**src/bus_pkg.sv**
```systemverilog
`default_nettype none

package bus_pkg;

  // one bus request as seen by every target
  typedef struct packed {
    // byte address, low two bits ignored
    logic [31:0] address;
    logic [31:0] writedata;
    logic [3:0]  be;
    logic        write;
  } bus_req_t;

  // read response, valid travels beside it
  typedef struct packed {
    logic [31:0] readdata;
  } bus_rsp_t;

  typedef enum logic {
    master_cpu = 1'b0,
    master_vga = 1'b1
  } master_t;

endpackage

`default_nettype wire

```
**src/bus_arbiter.sv**
```systemverilog
`default_nettype none

module bus_arbiter (
  input  wire bus_pkg::bus_req_t cpu_req,
  input  wire logic              cpu_valid,
  input  wire bus_pkg::bus_req_t vga_req,
  input  wire logic              vga_valid,
  output logic                   cpu_ready,
  output logic                   vga_ready,
  output bus_pkg::bus_req_t      grant_req,
  output logic                   grant_valid,
  output bus_pkg::master_t       grant_master
);

  import bus_pkg::*;

  // display fetch always wins
  assign vga_ready = vga_valid;
  assign cpu_ready = cpu_valid & ~vga_valid;

  assign grant_valid = vga_valid | cpu_valid;

  always_comb begin
    if (vga_valid) begin
      grant_req       = vga_req;
      // fetch port is read only
      grant_req.write = 1'b0;
      grant_master    = master_vga;
    end else begin
      grant_req    = cpu_req;
      grant_master = master_cpu;
    end
  end

endmodule

`default_nettype wire

```
**config.mk**
```make
export PLATFORM = sky130hd
export DESIGN_NAME = bus_arbiter
export DESIGN_NICKNAME = d
export VERILOG_FILES = /design/src/bus_pkg.sv /design/src/bus_arbiter.sv
export SDC_FILE = /design/constraint.sdc
export NUM_CORES = 1
export LEC_CHECK = 0
export ABC_CLOCK_PERIOD_IN_PS = 2200
export BUFFER_PORTS_ARGS = -buffer_cell sky130_fd_sc_hd__buf_2
export CELL_PAD_IN_SITES_DETAIL_PLACEMENT = 0
export CELL_PAD_IN_SITES_GLOBAL_PLACEMENT = 2
export CORE_AREA = 4 4 101 103
export DETAILED_ROUTE_END_ITERATION = 7
export DIE_AREA = 0 0 105 107
export PLACE_DENSITY_LB_ADDON = 0.1
export SLEW_MARGIN = 15
export SYNTH_ARGS = -nofsm -noshare
export SYNTH_HDL_FRONTEND = slang
export SYNTH_SLANG_ARGS = --single-unit
```
**constraint.sdc**
```tcl
create_clock -name vclk -period 2.2
set_clock_uncertainty 0.2 [all_clocks]
set_input_delay 0.33 -clock vclk [all_inputs]
set_output_delay 0.33 -clock vclk [all_outputs]
set_load 0.02 [all_outputs]
```
==> reports/metrics.yaml <==
status: "completed"
grt_pass1_vias: 1409
arrival_ns: 1.33
antennaDiodeCount: 0
synthToLayoutAreaGrowth_pct: 92.6
grt_antenna_before_repair: 0
power_density_nw_per_um2: 250
cpLargestDelayFamily: "buffers and inverters"
synth_xor_area_share_pct: 0
vias: 1453
startpoint_type: "input pin"
setup-tns-final_ns: 0
place.gp.congestion: 0.684
synthAdderAreaFrac_pct: 0
slowest_delay_ns: 0.32
slew_violations: 0
grt_overflow_total: 0
fp.dieW_um: 105
path_common_cell: "buf_4"
ir_worst_vdd_uv: 66.5
fin_nets: 429
nClkBuffers: 0
cp.required_ns: 1.67
maxCapViolations: 0
seq_area_frac_synth_pct: 0
final_common_cell: "buf_2"
grt_use_total_pct: 7.97
timing.slew.headroom_pct: 84.1
synth.area.mux_share_pct: 85.0
fin_crit_sh_pct: 84.6
io_pins: 213
netlist.area_leader.share_pct: 84.0
viasPerCell: 3.65
dp.final_hpwl_um: 5040
drive_above_1_share_pct: 99.3
worstPathCellList: "buf_4, buf_4, mux2_4, buf_2"
synth_area_um2: 1200
synth_area_leaders: "mux2_4 84%, buf_12 10%, buf_4 1.3%"
synth_simple_gate_area_share_pct: 1.57
worstPathMaxFanout: 13
syn_nets: 221
flops_and_latches: 0
multi_input_area_um2: 1040
synth_warnings: 0
path_buf_inv: 3
wl_per_cell_um: 13.6
rsz0062_at_grt: "false"
tightest_slew_ns: 0.239
synth.largest_area_cell: "mux2_4"
post_cts_resized: 0
ys_types: 8
die_h_um: 107
portBuffers: 212
grt_pass1_wl_um: 7360
rows: 35
syn_avg_cell_area_um2: 14.8
fmax_mhz: 538
fillers: 1017
period_minus_slack_ns: 1.86
power_leakage_nw: 1.43
syn_inst: 81
hold_buffers: 0
synth-compound-area-share_pct: 0
hp-class: "in2out"
dr.pass1.iters: 2
grt_max_degree: 24
synth_top_family_by_area: "multiplexers"
register_area_um2: 0
fp.coreArea_um2: 9200
layout_common_cells: "211 x buf_2, 67 x mux2_4, 3 x buf_12, 2 x nor2b_1, 2 x buf_4"
wirelength_um: 5410
drc: 0
cp_slowest_cell: "mux2_4"
cts_setup_buffers: 0
start_util_pct: 13.0
drt_iter0_markers: 25
critPathCaptureType: "output pin"
die_area_um2: 11200
worst_hold_slack_ns: 0.789
worstSetupPathType: "in2out"
ant_nets: 0
hold_viol_final: 0
setup_viol: 0
==> routing by layer <==
metal | global-route usage [%] | share of wire, % | up-vias
met5 | 0 | 0 | -
met4 | 0.375 | 0.43 | 0
met3 | 2.53 | 12 | 2
met2 | 16.3 | 55 | 110
met1 | 8.23 | 32 | 627
li1 | - | - | 714
==> tightest hold or removal path: cells and delay by family <==
family                 cells  cell delay (ns)
buffers and inverters      2             0.24
AND/OR/NAND/NOR            1             0.09
==> power by group <==
part / internal, mW / switching, mW / total (mW)
registers: 0 / 0 / 0
clock network: 0 / 0 / 0
logic: 0.311 / 0.266 / 0.577
total: 0.311 / 0.266 / 0.577
==> layout make-up <==
class | instances | area share (%)
Multi-Input combinational cell | 71 | 44.9
Tap cell | 111 | 6.02
Timing Repair Buffer | 216 | 49.1
==> final timing paths <==
path              cells past startpoint  slack, ns  startpoint       endpoint
setup / recovery                      4       0.34   vga_valid  grant_req[50]
hold / removal                        3       0.79   cpu_valid    grant_valid
==> metrics by stage <==
step	power, mW	cell area (um^2)	setup slack (ns)	utilization, %	cells
finish	0.577	2310	0.340	25.1	398
global route	0.615	2310	0.295	25.1	398
CTS	0.587	2310	0.320	25.1	398
detailed placement	0.586	2310	0.322	25.1	398
global placement	0.588	2310	0.312	25.1	398
floorplan	0.373	1200	0.690	-	81
==> kinds of logic (layout without fill, tap and decap cells) <==
family | count (synthesis) | count (layout)
muxes | 68 | 68
buffers and inverters | 10 | 216
and+or+nand+nor | 3 | 3
==> synth_stat cells (all sizes together) <==
| cell type | n |
|---|---|
| or2 | 1 |
| buf | 10 |
| mux2 | 68 |
| nor2b | 2 |
Power figures use the tool's default switching activity.
