### src/bus_pkg.sv
`default_nettype none

package bus_pkg;

  // one bus request as seen by every target
  typedef struct packed {
    // byte address, low two bits ignored
    logic [31:0] address;
    logic [31:0] writedata;
    logic [3:0]  be;
    logic        write;
  } bus_req_t;

  // read response, valid travels beside it
  typedef struct packed {
    logic [31:0] readdata;
  } bus_rsp_t;

  typedef enum logic {
    master_cpu = 1'b0,
    master_vga = 1'b1
  } master_t;

endpackage

`default_nettype wire

### src/map_pkg.sv
`default_nettype none

package map_pkg;

  // bit position of each target in the chip select
  typedef enum logic [1:0] {
    region_ram0 = 2'd0,
    region_ram1 = 2'd1,
    region_cfg  = 2'd2
  } region_t;

  localparam int unsigned num_regions = 3;

  localparam logic [31:0] ram0_base = 32'h0000_0000;
  localparam logic [31:0] ram1_base = 32'hC000_0000;
  localparam logic [31:0] cfg_base  = 32'h3000_0000;
  // boot vector area, mirror of ram0 in boot mode
  localparam logic [31:0] boot_base = 32'hFFFF_0000;

  // all regions are 64 KiB and aligned to their size
  localparam int unsigned region_size = 32'h0001_0000;
  localparam int unsigned region_lsb  = $clog2(region_size);

  typedef enum logic {
    map_normal = 1'b0,
    map_boot   = 1'b1
  } map_mode_t;

endpackage

`default_nettype wire

### src/map_config.sv
`default_nettype none

module map_config #(
  parameter map_pkg::map_mode_t boot_map = map_pkg::map_normal
) (
  input  wire logic              clock_50,
  input  wire logic              arst_n,
  input  wire logic              select,
  input  wire bus_pkg::bus_req_t req,
  input  wire logic              unmapped_hit,
  output logic [31:0]            rdata,
  output map_pkg::map_mode_t     map_mode
);

  import map_pkg::*;

  logic        wr;
  logic        rd;
  map_mode_t   mode_q;
  logic [15:0] unmapped_cnt;

  assign wr = select & req.write;
  assign rd = select & ~req.write;

  // offset 0 holds the mode, offset 4 the counter
  always_ff @(posedge clock_50 or negedge arst_n) begin
    if (!arst_n) begin
      mode_q <= boot_map;
    end else if (wr && !req.address[2] && req.be[0]) begin
      mode_q <= map_mode_t'(req.writedata[0]);
    end
  end

  // clear beats a same cycle hit, count saturates
  always_ff @(posedge clock_50 or negedge arst_n) begin
    if (!arst_n) begin
      unmapped_cnt <= '0;
    end else if (wr && req.address[2]) begin
      unmapped_cnt <= '0;
    end else if (unmapped_hit && (unmapped_cnt != '1)) begin
      unmapped_cnt <= unmapped_cnt + 16'd1;
    end
  end

  always_ff @(posedge clock_50) begin
    if (rd) begin
      if (req.address[2]) begin
        rdata <= {16'h0000, unmapped_cnt};
      end else begin
        rdata <= {31'd0, mode_q};
      end
    end
  end

  assign map_mode = mode_q;

endmodule

`default_nettype wire

### config.mk
export PLATFORM = sky130hd
export DESIGN_NAME = map_config
export DESIGN_NICKNAME = d
export VERILOG_FILES = /design/src/bus_pkg.sv /design/src/map_pkg.sv /design/src/map_config.sv
export SDC_FILE = /design/constraint.sdc
export NUM_CORES = 1
export LEC_CHECK = 0
export ABC_AREA = 1
export BUFFER_PORTS_ARGS = -buffer_cell sky130_fd_sc_hd__buf_2
export CAP_MARGIN = 20
export CORE_MARGIN = 4
export CORE_UTILIZATION = 47
export DETAILED_ROUTE_END_ITERATION = 12
export GPL_TIMING_DRIVEN = 1
export PLACE_DENSITY = 0.86
export RECOVER_POWER = 100
export SYNTH_ARGS = -nofsm -noshare
export SYNTH_HDL_FRONTEND = slang
export SYNTH_SLANG_ARGS = --single-unit
### constraint.sdc
create_clock -name clock_50 -period 3.2 [get_ports clock_50]
set_input_delay 0.32 -clock clock_50 [delete_from_list [all_inputs] [get_ports clock_50]]
set_output_delay 0.32 -clock clock_50 [all_outputs]
set_load 0.005 [all_outputs]
==> qor.csv <==
stage,metric,value,unit
yosys,share of Yosys cell area claimed by the top area cell type,26.4,%
cts,Clock Latency Late Sink,0.28,ns
worst_setup_path,R2R Path End,unmapped_cnt[9],
cts,cts bufs inserted,5,
global_routing,total gr overflow,0,
yosys,Commonest cells post-synth,"86 x nand2_1, 31 x inv_1, 19 x nor2_1",
cts,clock-pin slew on the worst setup and hold paths,0.06,ns
sta,relative slew slack,33.6,%
status,status,completed,
yosys,sequential fraction of the synthesis area,49.8,%
global_routing,largest net degree at the start of global routing,19,
power_and_ir_drop,combinational cell fraction of total power,10.7,%
power_and_ir_drop,Flop pwr share,57.1,%
yosys,post-synthesis cell area,0.00182,mm^2
worst_setup_path,end point of the critical path,unmapped_cnt[9],
power_and_ir_drop,Clock power frac,32.1,%
finish,filler instances,337,
power_and_ir_drop,final total power,0.000896,W
sta,worst slew pin tran,0.993,ns
routing,First DRT Iteration DRCs,72,
floorplan,Chip Height,70.2,um
floorplan,Die ar.,0.00493,mm^2
power_and_ir_drop,switching share of power,25.8,%
routing,WL per Instance,10.4,um
power_and_ir_drop,pwr/cell area,451,mW/mm^2
flow_run,number of max-cap violations,0,
worst_setup_path,critical-path cell list,"ha_1, nand2_1, nor2_1, nand2_1, nor2_4, nor2_2, nor2_1, nand2_1, nand2_1",
worst_setup_path,arrival time at the worst endpoint,2.62,ns
yosys,Mapped Cells,227,
sta,clock period minus worst slack,2.41,ns
floorplan,IO Pins,106,
worst_setup_path,critical path endpoint category,flip-flop,
sta,Final Slew Violations,0,
sta,setup TNS,0,ns
routing,routed vias/inst,4.67,
power_and_ir_drop,Leak Pwr,1.02,nW
yosys,main area contributors after synthesis,"edfxtp_1 26%, dfrtp_1 23%, nand2_1 18%, buf_4 7.0%, inv_1 6.4%",
worst_setup_path,type of origin of the critical path,flip-flop,
finish,"Core Util, Final",53.8,%
placed_design,Placed Area,0.00192,mm^2
cts,postcts setup bufs,0,
yosys,fraction of registers with async set/reset,51.5,%
cts,CTS resizes,0,
finish,fraction of layout cells with a size suffix above 1,10.2,%
routing,First-pass DRT Iterations,4,
routing,final WL,3160,um
cts,hold_buf cts,1,
global_routing,gr usage total,13.3,%
finish,area of the multi-input gates,691,um^2
floorplan,Die Width,70.2,um
finish,post-route cell area,0.00199,mm^2
yosys,Main synth FF type,dfrtp_1,
yosys,Synth Area in Simple Gates,29.1,%
power_and_ir_drop,Psw,0.000231,W
yosys,most common cell in the netlist,nand2_1,
worst_setup_path,Critical Path Start,unmapped_cnt[0],
routing,Vias,1419,
worst_setup_path,Worst path slowest cell,nor2_1,
sta,f_max,0.415,GHz
yosys,Synth Area in XOR/XNOR,4.33,%
global_routing,initial antenna violation count,0,
yosys,Synth area leader,edfxtp_1,
placed_design,HPWL after DPL,2330,um
cts,CTS root buffer,clkbuf_8,
cts,clk sink count,33,
worst_setup_path,R2R Setup Slk,0.79,ns
finish,ANT cells,0,
cts,CTS tree,done,
global_routing,first-pass GRT wire length,5250,um
yosys,Mean Syn Cell Area,8.01,um^2
yosys,yosys warns,0,
yosys,#FFs+latches synth,33,
yosys,Adder-Cell Fraction of Synth Area,0.688,%
worst_hold_path,worst hold path type,input pin to flip-flop,
routing,Detail Route Antenna Nets,0,
floorplan,Placeable Area,0.00369,mm^2
sta,Final Hold Viols,0,
worst_setup_path,Most common cell on crit path,nand2_1,
finish,Area Overhead vs Synth,9.15,%
sta,"Period Utilization, post-route",75.2,%
sta,setup violators final,0,
yosys,Post-synth EDFFs,16,
worst_setup_path,CP peak stage delay,0.75,ns
placed_design,GPL Wtd Cong,0.836,
global_routing,vias in the first global route,1269,
yosys,Yosys cell types,22,
cts,H-tree Lvls,2,
power_and_ir_drop,P_int,0.000665,W
yosys,post-synthesis mux area share,0,%
cts,clk buf depth,2,
placed_design,number of port buffers,24,
worst_setup_path,worst-path maximum fanout,16,
worst_setup_path,worst r2r src,unmapped_cnt[0],
finish,fin nets,329,
floorplan,std cell rows,22,
floorplan,Starting Density,49.3,%
finish,register area,906,um^2
power_and_ir_drop,worst vdd ir,0.152,mV
routing,DRC,0,
yosys,post-synthesis compound-gate area fraction,1.10,%
worst_setup_path,required time of the critical path,3.41,ns
worst_setup_path,R2R depth,9,
sta,RSZ-0062 raised after global routing,false,
yosys,largest family of logic cells by synthesized area,simple AND/OR/NAND/NOR gates,
sta,Final Skew,0.00416,ns
worst_setup_path,Setup Crit Path Kind,flip-flop to flip-flop,
[kinds of logic (layout without fill, tap and decap cells)]
group           Yosys count  count (layout)
simple gates            127             127
compound gates            4               4
xor+xnor                  9               9
fa+ha+maj                 1               1
buf+inv                  52              66
flops                    33              33
other cells               1              16
[per-layer routing]
layer	wire length, um	GRT usage (%)	vias to the layer above
met2	1550	23.4	54
li1	-	-	717
met3	236	3.02	8
met5	0	0	-
met1	1290	14.5	640
met4	78	7.66	0
[critical path: cells and delay by family (launching register included)]
| kind | cells | cell delay [ns] |
|---|---|---|
| simple gates | 8 | 1.62 |
| flops | 1 | 0.47 |
| fa+ha+maj | 1 | 0.25 |
[sequential cells by signal, indices dropped and copies added, names as in the netlist]
| register | count |
|---|---|
| rdata | 16 |
| unmapped_cnt | 16 |
| map_mode | 1 |
[worst min path at each step]
| stage | from | slack [ns] | end | cells past startpoint |
|---|---|---|---|---|
| final | req[5] | 0.34 | map_mode | 3 |
| after global routing | req[5] | 0.34 | map_mode | 3 |
| after CTS | req[5] | 0.33 | map_mode | 3 |
| after detailed placement | arst_n | 0.26 | map_mode | 1 |
| after global placement | arst_n | 0.26 | map_mode | 1 |
| after floorplan | arst_n | 0.02 | map_mode | 0 |
[stage by stage]
stage          std cells  worst slack (ns)  hold WS, ns
4_1_cts              304              1.22        0.331
3_3_place_gp         295              1.28        0.257
6_report             304             0.792        0.337
3_5_place_dp         295              1.26        0.261
2_1_floorplan        242              1.65       0.0244
5_1_grt              304             0.565        0.336
[cells in the final DEF, fill, tap and decap left out]
cell	instances
o21ai_0	3
nor3_1	1
clkbuf_8	5
conb_1	16
clkbuf_1	11
nor2_1	20
buf_2	15
nand3b_1	1
nand3_1	10
clkinv_2	2
nor2_4	1
inv_1	31
nand4_1	5
nor2_2	2
xnor2_1	3
edfxtp_1	16
dlygate4sd3_1	1
ha_1	1
nand2_1	87
buf_4	1
xor2_1	6
a21oi_1	1
dfrtp_1	17
[power by group through the flow]
stage	combinational (W)	sequential [W]	clock, W
after floorplan	0.0000946	0.000506	0
after global placement	0.0000955	0.000515	0
after detailed placement	0.0000991	0.000517	0
after CTS	0.000100	0.000510	0.000297
after global routing	0.000112	0.000514	0.000317
final	0.0000962	0.000512	0.000288
[layout make-up]
type                            count  share of cell area, %
Clock buffer                        6                   3.65
Timing Repair Buffer               27                   6.55
Sequential cell                    33                   45.6
Inverter                           31                   5.86
Clock inverter                      2                  0.504
Multi-Input combinational cell    157                   34.8
Tap cell                           48                   3.02
No activity file was read; power rests on OpenSTA's default activity.
