`config.mk`:
```
export PLATFORM = sky130hd
export DESIGN_NAME = addr_decoder
export DESIGN_NICKNAME = d
export VERILOG_FILES = /design/src/bus_pkg.sv /design/src/map_pkg.sv /design/src/addr_decoder.sv
export SDC_FILE = /design/constraint.sdc
export NUM_CORES = 1
export LEC_CHECK = 0
export ABC_CLOCK_PERIOD_IN_PS = 1600
export BUFFER_PORTS_ARGS = -buffer_cell sky130_fd_sc_hd__buf_2
export CORE_AREA = 10 10 112 114
export CTS_BUF_LIST = sky130_fd_sc_hd__clkbuf_4
export DETAILED_ROUTE_END_ITERATION = 8
export DIE_AREA = 0 0 122 124
export GPL_TIMING_DRIVEN = 0
export REMOVE_ABC_BUFFERS = 1
export SKIP_LAST_GASP = 1
export SLEW_MARGIN = 20
export SYNTH_ARGS = -nofsm -noshare
export SYNTH_HDL_FRONTEND = slang
export SYNTH_SLANG_ARGS = --single-unit
```
`constraint.sdc`:
```
create_clock -name clock_50 -period 1.6 [get_ports clock_50]
set_input_delay 0 -clock clock_50 [delete_from_list [all_inputs] [get_ports clock_50]]
set_output_delay 0 -clock clock_50 [all_outputs]
set_load 0.005 [all_outputs]
```
`src/bus_pkg.sv`:
```
`default_nettype none

package bus_pkg;

  // one bus request as seen by every target
  typedef struct packed {
    // byte address, low two bits ignored
    logic [31:0] address;
    logic [31:0] writedata;
    logic [3:0]  be;
    logic        write;
  } bus_req_t;

  // read response, valid travels beside it
  typedef struct packed {
    logic [31:0] readdata;
  } bus_rsp_t;

  typedef enum logic {
    master_cpu = 1'b0,
    master_vga = 1'b1
  } master_t;

endpackage

`default_nettype wire

```
`src/map_pkg.sv`:
```
`default_nettype none

package map_pkg;

  // bit position of each target in the chip select
  typedef enum logic [1:0] {
    region_ram0 = 2'd0,
    region_ram1 = 2'd1,
    region_cfg  = 2'd2
  } region_t;

  localparam int unsigned num_regions = 3;

  localparam logic [31:0] ram0_base = 32'h0000_0000;
  localparam logic [31:0] ram1_base = 32'hC000_0000;
  localparam logic [31:0] cfg_base  = 32'h3000_0000;
  // boot vector area, mirror of ram0 in boot mode
  localparam logic [31:0] boot_base = 32'hFFFF_0000;

  // all regions are 64 KiB and aligned to their size
  localparam int unsigned region_size = 32'h0001_0000;
  localparam int unsigned region_lsb  = $clog2(region_size);

  typedef enum logic {
    map_normal = 1'b0,
    map_boot   = 1'b1
  } map_mode_t;

endpackage

`default_nettype wire

```
`src/addr_decoder.sv`:
```
`default_nettype none

module addr_decoder (
  input  wire logic                         clock_50,
  input  wire logic                         arst_n,
  input  wire bus_pkg::bus_req_t            grant_req,
  input  wire logic                         grant_valid,
  input  wire bus_pkg::master_t             grant_master,
  input  wire map_pkg::map_mode_t           map_mode,
  input  wire logic [31:0]                  ram0_rdata,
  input  wire logic [31:0]                  ram1_rdata,
  input  wire logic [31:0]                  cfg_rdata,
  output logic [map_pkg::num_regions-1:0]   chip_select,
  output bus_pkg::bus_req_t                 target_req,
  output logic                              unmapped_hit,
  output bus_pkg::bus_rsp_t                 cpu_rsp,
  output logic                              cpu_rsp_valid,
  output bus_pkg::bus_rsp_t                 vga_rsp,
  output logic                              vga_rsp_valid
);

  import bus_pkg::*;
  import map_pkg::*;

  logic [31-region_lsb:0] page;
  logic                   hit_ram0;
  logic                   hit_ram1;
  logic                   hit_cfg;
  logic                   hit_boot;
  logic [num_regions-1:0] sel;
  logic                   rd_accept;
  logic                   rd_valid_q;
  master_t                rd_master_q;
  logic [num_regions-1:0] rd_sel_q;
  logic [31:0]            rd_data;

  assign page     = grant_req.address[31:region_lsb];
  assign hit_ram0 = page == ram0_base[31:region_lsb];
  assign hit_ram1 = page == ram1_base[31:region_lsb];
  assign hit_cfg  = page == cfg_base[31:region_lsb];
  assign hit_boot = (map_mode == map_boot) && (page == boot_base[31:region_lsb]);

  always_comb begin
    sel              = '0;
    sel[region_ram0] = hit_ram0 | hit_boot;
    sel[region_ram1] = hit_ram1;
    sel[region_cfg]  = hit_cfg;
  end

  assign chip_select  = grant_valid ? sel : '0;
  assign unmapped_hit = grant_valid && (sel == '0);

  // mirror hits are moved into ram0 space
  always_comb begin
    target_req = grant_req;
    if (hit_boot) begin
      target_req.address[31:region_lsb] = ram0_base[31:region_lsb];
    end
  end

  assign rd_accept = grant_valid & ~grant_req.write;

  always_ff @(posedge clock_50 or negedge arst_n) begin
    if (!arst_n) begin
      rd_valid_q  <= 1'b0;
      rd_master_q <= master_cpu;
      rd_sel_q    <= '0;
    end else begin
      rd_valid_q <= rd_accept;
      if (rd_accept) begin
        rd_master_q <= grant_master;
        rd_sel_q    <= sel;
      end
    end
  end

  // no region selected gives zero
  always_comb begin
    rd_data = '0;
    if (rd_sel_q[region_ram0]) begin
      rd_data = ram0_rdata;
    end else if (rd_sel_q[region_ram1]) begin
      rd_data = ram1_rdata;
    end else if (rd_sel_q[region_cfg]) begin
      rd_data = cfg_rdata;
    end
  end

  assign cpu_rsp.readdata = rd_data;
  assign vga_rsp.readdata = rd_data;
  assign cpu_rsp_valid    = rd_valid_q && (rd_master_q == master_cpu);
  assign vga_rsp_valid    = rd_valid_q && (rd_master_q == master_vga);

endmodule

`default_nettype wire

```
==> run_results.csv, run 1 <==
group,metric,value,unit
power,p_leak,1.29,nW
critical_path,cp.required,1.60,ns
sta,finClkSkew,0,ns
sta,rsz0062_at_grt,"yes",
critical_path,worstSetupPathType,"flip-flop to output pin",
grt,grt_start_max_net_pins,46,
sta,max_freq,0.619,GHz
cts,cts_root_buffer,"clkbuf_4",
sta,relSlewSlack,80.3,%
placed_design,detailed_place_hpwl,9540,um
critical_path,cp_cell_sequence,"buf_12 -> nor2b_4 -> buf_12 -> a22oi_1 -> o21ai_1 -> buf_2",
layout,final_area,2380,sq um
grt,grt-ovfl-total,0,
cts,clk_latency,0.24,ns
run_status,failed_checks,"negative setup slack",
floorplanning,initial_core_util,16.5,%
critical_path,worst_ep_arrival_time,1.61,ns
floorplanning,die-area,15100,sq um
drt,drcViolationCount,0,
drt,wl_per_cell,22.8,um
grt,grt_antenna_before_repair,0,
floorplanning,die_x,122,um
placed_design,gp_congestion,0.888,
drt,drt_wl_total,11700,um
cts,htree_levels,1,
critical_path,crit_path_top_delay_cell,"dfrtp_4",
power,max-vdd-ir-drop,0.000293,V
cts,cts_buffer_depth,2,
drt,dr.pass1.iters,4,
layout,syn_to_final_growth,40.9,%
critical_path,cp_max_fo,15,
placed_design,io_buffers,204,
critical_path,start_kind,"flip-flop",
drt,drt-initial-drc-count,140,
yosys,synth.area.mux_share,0,%
yosys,synth_fa_ha_area_share,0,%
sta,tightest_slew,0.293,ns
drt,ant_nets,0,
critical_path,critPathMostFrequentCell,"buf_12",
critical_path,critical_path_buf_inv_count,3,
floorplanning,core_area,10200,sq um
critical_path,path_delay_family,"flip-flops",
placed_design,place_ws,-0.603,ns
sta,tns,-0.0239,ns
sta,min_period,1.61,ns
grt,grtUsageTotal,13.7,%
yosys,synth-xor-area-share,0,%
yosys,synthSimpleGateAreaFrac,25.0,%
run_status,status,"finished, violations left",
grt,grt_pass1_wl,15600,um
layout,nNetsFinal,548,
grt,grt_pass1_vias,2398,
layout,drive_gt1_share,62.9,%
cts,cts_made_buffers,3,
cts,cts_sinks,5,
sta,setup_ws,-0.0144,ns
drt,vias_per_cell,4.50,
yosys,ys_warn_count,0,
placed_design,placed_area,2200,sq um
layout,finalNonFillerCells,513,
hold_path,hp-class,"input pin to output pin",
drt,vias,2308,
cts,cts.clk_slew.worst_paths,0.04,ns
sta,final_hold_viol_count,0,
power,power_density,351,nW/um^2
yosys,synth_top_family_by_area,"buffers and inverters",
yosys,synth-seq-cells,5,
yosys,synth_cell_types,28,
yosys,synth-seq-area-share,7.40,%
floorplanning,fp-row-count,37,
sta,fin_crit_sh,101,%
floorplanning,fp.dieH,124,um
yosys,avgSynthCellArea,6.58,sq um
layout,antenna_cells,0,
sta,setup_viol_count_final,2,
layout,fin_util,23.3,%
yosys,syn_area,1690,sq um
yosys,syn_inst,257,
run,cap_violations,0,
critical_path,slowest_delay,0.51,ns
floorplanning,ios,309,
sta,final_max_slew_viol_count,0,
critical_path,cp-end-kind,"output pin",
cts,tritoncts,"done",
yosys,synth_compound_area_share,25.2,%
placed_design,dp.cells,498,
final cells by class:
class	instances	area [sq um]
Fill cell	1164	7850
Timing Repair Buffer	215	1170
Multi-Input combinational cell	151	872
Tap cell	136	170
Sequential cell	5	134
Clock buffer	4	30.0
Inverter	2	7.51
path summary, 6_finish.rpt:
kind	cells past startpoint	to	startpoint	slack (ns)
max	6	vga_rsp[9]	rd_sel_q[1]	-0.01
min	0	target_req[23]	grant_req[23]	0.00001
max reg2reg	4	rd_sel_q[1]	rd_sel_q[1]	0.53
min reg2reg	2	rd_master_q	rd_master_q	0.50
max in group asynchronous	2	rd_sel_q[0]	arst_n	1.35
min in group asynchronous	2	rd_master_q	arst_n	0.10
cells in the mapped netlist (all sizes together):
cell type   n  area share [%]
nand2b      1            0.37
nand3       5             1.8
buf        92              40
a22oi      31              14
nor4        3             1.1
nor3        1            0.59
and4        1            0.52
and2       18             7.7
nor2b       2            0.89
nand2      39             8.7
nor2        5             1.1
o21a        1            0.44
inv         2            0.44
o21ai      34              10
nand4       2            0.74
clkbuf      8             1.8
dfrtp       5             7.4
a31oi       1            0.37
a21oi       2            0.59
and3        4             1.6
flip-flops by register name, indices dropped and copies added, names as in the netlist:
| register | flops |
|---|---|
| rd_sel_q | 3 |
| rd_master_q | 1 |
| rd_valid_q | 1 |
metal layers:
| metal | vias to the layer above | wire, um | GRT usage (%) |
|---|---|---|---|
| li1 | 1036 | - | - |
| met5 | - | 89 | 5.59 |
| met3 | 8 | 2220 | 11.1 |
| met4 | 4 | 30 | 1.04 |
| met2 | 226 | 4650 | 18.9 |
| met1 | 1034 | 4720 | 16.3 |
worst reg2reg max path, delay by kind of cell, from the launching register on:
family	cells	cell delay, ns
compound gates	1	0.07
flops	1	0.51
simple gates	1	0.06
buf+inv	2	0.31
layout by cell type, fill, tap and decap left out, drive strengths merged, types with 3 or more instances in the layout:
cell type and count:
and3 4, dfrtp 5, and2 18, buf 213, nor4 3, a22oi 31
nand3 5, nor2b 3, clkbuf 4, nand2 39, nor2 5, o21ai 34
cell families after synthesis:
kind of cell           count (synthesis)
buffers and inverters                102
and+or+nand+nor                       81
AOI/OAI and AO/OA                     69
DFF                                    5
per-stage QoR:
step / power [mW] / hold slack, ns
floorplan: 0.301 / -0.296
global placement: 0.655 / -0.180
detailed placement: 0.671 / -0.178
CTS: 0.848 / 0.0000346
global route: 0.923 / 0.0000385
finish: 0.837 / 0.00000963
power breakdown:
part	switching (mW)	internal [mW]
Combinational	0.251	0.265
Sequential	0.0228	0.136
Clock	0.0506	0.111
Total	0.324	0.513
timing repair:
| action | CTS | global route |
|---|---|---|
| hold buffers | 2 | 0 |
| buffers inserted | 8 | 0 |
| cloned | 1 | 0 |
| endpoints found under the hold margin | 6 | 0 |
| resized for setup | 21 | 12 |
| endpoints found under the setup margin | 64 | 62 |
| pin swaps | 0 | 1 |
Power figures use the tool's default switching activity.
==> run 2, diff against run 1 <==
Settings changed: ABC_CLOCK_PERIOD_IN_PS 1600 to 1300, CORE_AREA 10 10 112 114 to 10 10 113 115, DIE_AREA 0 0 122 124 to 0 0 123 125.
Clock period 1.6 ns to 1.3 ns, I/O delays scaled along.
==> run 2 against run 1 <==
Compared with the run above: the run still ends with negative setup slack left; first-iteration DRC count shrank 29%; non-clock buffer count grew 1; clock skew stayed put; sequential power up 21%; via count fell by 2.6%; cell count grew 0.97%; combinational power rose by 22%; highest routed layer unchanged.
==> run_results.csv, run 2 (synthesized netlist as in run 1, its figures left out) <==
group,metric,value,unit
floorplanning,fp-row-count,38,
layout,top_regs,"rd_sel_q x3, rd_master_q x1, rd_valid_q x1",
run_status,status,"finished, violations left",
critical_path,worst_ep_arrival_time,1.52,ns
drt,drt-met1-wl,4030,um
grt,grt_start_max_net_pins,49,
cts,clk_latency,0.23,ns
grt,grt-ovfl-total,0,
drt,vias,2247,
sta,setup_ws,-0.216,ns
floorplanning,fp.dieH,125,um
floorplanning,initial_core_util,16.0,%
grt,grt_pass1_wl,15000,um
sta,final_hold_viol_count,0,
drt,dr.pass1.iters,4,
layout,top_register,"rd_sel_q",
critical_path,r2r_end,"rd_sel_q[1]",
drt,top_layer_used,"met5",
sta,final_max_slew_viol_count,0,
drt,wl_met2,4450,um
cts,cts.clk_slew.worst_paths,0.04,ns
layout,drive_gt1_share,67.7,%
cts,tritoncts,"done",
hold_path,hp-class,"input pin to output pin",
cts,cts_made_buffers,3,
floorplanning,die_x,123,um
sta,tns,-10.98,ns
drt,drcViolationCount,0,
critical_path,r2r_setup_slack,0.21,ns
run,cap_violations,0,
cts,htree_levels,1,
layout,nNetsFinal,549,
sta,finClkSkew,0,ns
power,power_density,413,nW/um^2
run_status,failed_checks,"negative setup slack",
cts,cts_sinks,5,
layout,syn_to_final_growth,45.7,%
critical_path,timing.rr.start,"rd_sel_q[1]",
power,max-vdd-ir-drop,0.000241,V
drt,wl_per_cell,21.5,um
sta,fin_crit_sh,117,%
critical_path,cp-end-kind,"output pin",
critical_path,cp-startpoint,"rd_sel_q[1]",
sta,whs,0.0000417,ns
placed_design,io_buffers,204,
critical_path,r2r_cells,4,
drt,vias_per_cell,4.34,
power,p_leak,1.31,nW
layout,largest_reg_flops,3,
critical_path,critPathCapture,"cpu_rsp[15]",
cts,cts_buffer_depth,2,
sta,relSlewSlack,80.1,%
critical_path,cp.required,1.30,ns
layout,layout_commonest_cell,"buf_2",
critical_path,start_kind,"flip-flop",
critical_path,cp_max_fo,18,
grt,grt_pass1_vias,2326,
placed_design,gp_congestion,0.829,
critical_path,worstSetupPathType,"flip-flop to output pin",
layout,fill_cells,1209,
sta,min_period,1.52,ns
layout,layout_common_cells,"204 x buf_2, 39 x nand2_1, 27 x o21ai_1",
sta,tightest_slew,0.298,ns
layout,antenna_cells,0,
sta,setup_viol_count_final,64,
drt,wl_met3,2490,um
floorplanning,ios,309,
sta,rsz0062_at_grt,"yes",
sta,max_freq,0.660,GHz
floorplanning,die-area,15400,sq um
drt,drt-initial-drc-count,100,
grt,grtUsageTotal,12.7,%
drt,drt_wl_total,11200,um
floorplanning,core_area,10600,sq um
placed_design,detailed_place_hpwl,8940,um
cts,cts_root_buffer,"clkbuf_4",
grt,grt_antenna_before_repair,0,
drt,ant_nets,0,
-- run 2: cell count changes in the layout (fill, tap and decap cells not counted), sizes merged --
cell  before  now
buf      213  214
-- run 2: metrics by stage --
step	total power, mW	area, sq um	worst slack, ns	cells	util (%)
final	1.02	2460	-0.216	518	23.2
after global routing	1.11	2460	-0.289	518	23.2
after CTS	1.03	2400	-0.224	517	22.7
after detailed placement	0.803	2210	-0.677	502	20.8
after global placement	0.790	2180	-1.45	501	20.5
after floorplan	0.370	982	-0.552	157	-
-- run 2: layout make-up --
cell class | count | area (sq um) | area share (%)
multi-input cells | 151 | 953 | 38.7
clock buffers | 4 | 30.0 | 1.22
well taps | 140 | 175 | 7.11
repair buffers | 216 | 1160 | 47.3
flip-flops and latches | 5 | 134 | 5.43
inverters | 2 | 7.51 | 0.305
-- run 2: worst max-delay path: stages, from the launching register on --
cell	delay (ns)
dfrtp_4	0.53
buf_4	0.16
buf_12	0.15
a22oi_1	0.19
o21ai_1	0.09
buf_2	0.15
-- run 2: how the worst min path moves through the flow --
| stage | start | endpoint | slack, ns | cells after the start |
|---|---|---|---|---|
| after floorplan | arst_n | rd_master_q | -0.30 | 0 |
| after global placement | arst_n | rd_valid_q | -0.18 | 1 |
| after detailed placement | arst_n | rd_valid_q | -0.18 | 1 |
| after CTS | grant_req[8] | target_req[8] | 0.00004 | 0 |
| after global routing | grant_req[8] | target_req[8] | 0.00003 | 0 |
| final | grant_req[18] | target_req[18] | 0.00004 | 0 |
-- run 2: per-layer routing --
| metal | GRT usage (%) | up-vias |
|---|---|---|
| li1 | - | 1041 |
| met1 | 13.9 | 965 |
| met2 | 17.9 | 227 |
| met3 | 11.6 | 10 |
| met4 | 1.64 | 4 |
| met5 | 5.26 | - |
-- run 2: timing repair --
item,in CTS,in global routing
hold endpoints to repair,6,0
buffers inserted,7,1
gates cloned,2,0
hold buffers,2,0
pin swaps,5,8
endpoints found under the setup margin,64,64
gates resized for setup,42,13
-- run 2: power breakdown --
| part | switching (mW) | internal (mW) |
|---|---|---|
| Sequential | 0.0252 | 0.168 |
| Clock | 0.0561 | 0.136 |
| Combinational | 0.303 | 0.329 |
| Total | 0.384 | 0.633 |
==> run 3, diff against run 2 <==
Settings changed: PLACE_DENSITY set to 0.57.
==> run 3 against run 2 <==
Compared with the run above: the run still ends with negative setup slack left; first-iteration DRC count down 16%; utilization up 1.2 points; worst setup slack worse by 0.0086 ns; sequential power is 4% higher; fmax shrank 0.57%; global-route usage rose by 0.54 points; cell count increased by 0.58%; via count grew 1.1%; sequential cell count did not move; power rose by 3.6%; non-clock buffer count increased by 2; highest routed layer unchanged.
==> run_results.csv, run 3 (synthesized netlist as in run 1, its figures left out) <==
group,metric,value,unit
sta,finClkSkew,0,ns
drt,top_layer_used,"met5",
sta,fin_crit_sh,117,%
drt,wl_met3,2310,um
floorplanning,die_x,123,um
sta,relSlewSlack,79.2,%
drt,drt_wl_total,11600,um
floorplanning,fp-row-count,38,
hold_path,hp-class,"input pin to output pin",
layout,syn_to_final_growth,53.1,%
drt,dr.pass1.iters,4,
layout,layout_commonest_cell,"buf_2",
sta,whs,0.0000382,ns
grt,grt_start_max_net_pins,43,
sta,setup_ws,-0.225,ns
grt,grt_pass1_wl,15400,um
placed_design,detailed_place_hpwl,9170,um
critical_path,crit_path_top_delay_cell,"dfrtp_4",
critical_path,worst_ep_arrival_time,1.52,ns
drt,vias,2271,
placed_design,placed_area,2210,sq um
floorplanning,fp.dieH,125,um
layout,final_area,2590,sq um
sta,min_period,1.52,ns
cts,cts_sinks,5,
layout,drive_gt1_share,72.6,%
power,p_leak,1.35,nW
critical_path,r2r_setup_slack,0.11,ns
cts,cts.clk_slew.worst_paths,0.04,ns
placed_design,gp_congestion,0.884,
grt,grtUsageTotal,13.2,%
critical_path,cp_cell_sequence,"buf_8 -> nor2b_4 -> buf_6 -> a22oi_1 -> o21ai_1 -> buf_2",
sta,final_max_slew_viol_count,0,
drt,wl_met2,4840,um
critical_path,cp.required,1.30,ns
cts,cts_root_buffer,"clkbuf_4",
critical_path,cp_max_fo,8,
critical_path,cp-end-kind,"output pin",
power,power_density,407,nW/um^2
floorplanning,core_area,10600,sq um
floorplanning,ios,309,
placed_design,place_ws,-0.801,ns
sta,setup_viol_count_final,64,
cts,tritoncts,"done",
layout,layout_common_cells,"204 x buf_2, 39 x nand2_1, 19 x a22oi_2",
grt,grt_antenna_before_repair,0,
cts,clk_latency,0.23,ns
run,cap_violations,0,
critical_path,slowest_delay,0.49,ns
power,totalPowerFinal,1.05,mW
sta,tightest_slew,0.312,ns
drt,drt-initial-drc-count,84,
drt,drcViolationCount,0,
layout,nNetsFinal,551,
run_status,failed_checks,"negative setup slack",
layout,finalNonFillerCells,521,
floorplanning,die-area,15400,sq um
placed_design,io_buffers,204,
grt,grt-ovfl-total,0,
critical_path,critical_path_buf_inv_count,3,
layout,top_register,"rd_sel_q",
layout,top_regs,"rd_sel_q x3, rd_master_q x1, rd_valid_q x1",
placed_design,dp.cells,502,
run_status,status,"finished, violations left",
drt,drt-met1-wl,4360,um
grt,grt_pass1_vias,2319,
drt,ant_nets,0,
sta,max_freq,0.656,GHz
sta,final_hold_viol_count,0,
layout,largest_reg_flops,3,
critical_path,worstSetupPathType,"flip-flop to output pin",
critical_path,start_kind,"flip-flop",
critical_path,path_delay_family,"flip-flops",
layout,fin_util,24.4,%
cts,htree_levels,1,
cts,cts_buffer_depth,2,
cts,cts_made_buffers,3,
sta,rsz0062_at_grt,"yes",
floorplanning,initial_core_util,16.0,%
drt,vias_per_cell,4.36,
drt,wl_per_cell,22.3,um
sta,tns,-12.36,ns
power,max-vdd-ir-drop,0.000190,V
[run 3: changes by cell type in the layout (fill, tap and decap cells not counted), moves of 2 or more]
cell,previous run,this run
a22oi_1,19,12
o21ai_1,27,16
o21ai_2,5,16
a22oi_2,12,19
buf_8,0,2
[run 3: path summary, 6_finish.rpt]
path                               startpoint             end  depth (start not counted)
worst min-delay path            grant_req[17]  target_req[17]                          0
min in group asynchronous              arst_n      rd_valid_q                          2
max in group asynchronous              arst_n     rd_sel_q[0]                          2
worst max-delay path              rd_sel_q[1]     cpu_rsp[23]                          6
worst max register to register    rd_sel_q[0]     rd_sel_q[0]                          3
worst min register to register    rd_master_q     rd_master_q                          2
[run 3: area by class of cell]
class | instances | area [sq um]
fill | 1185 | 8010
timing repair buffer | 218 | 1200
multi-input combinational | 151 | 1040
clock buffer | 4 | 30.0
sequential | 5 | 134
inverter | 2 | 7.51
tap | 140 | 175
antenna | 1 | 2.50
[run 3: layer usage]
layer | track usage [%] | up-vias
li1 | - | 1049
met1 | 14.4 | 1001
met2 | 19.6 | 213
met3 | 11.3 | 6
met4 | 1.44 | 2
met5 | 3.29 | -
[run 3: power by group]
part	leakage, nW	total [mW]	internal [mW]	switching, mW
Clock	0.0184	0.196	0.137	0.0591
Combinational	1.27	0.657	0.336	0.321
Sequential	0.0605	0.201	0.168	0.0330
Total	1.35	1.05	0.640	0.414
[run 3: what timing repair did]
action,in CTS,in global routing
endpoints found under the setup margin,64,64
gates cloned,2,0
buffers inserted,9,2
hold buffers,2,0
resized for setup,57,19
endpoints found under the hold margin,6,0
pin swaps,11,20
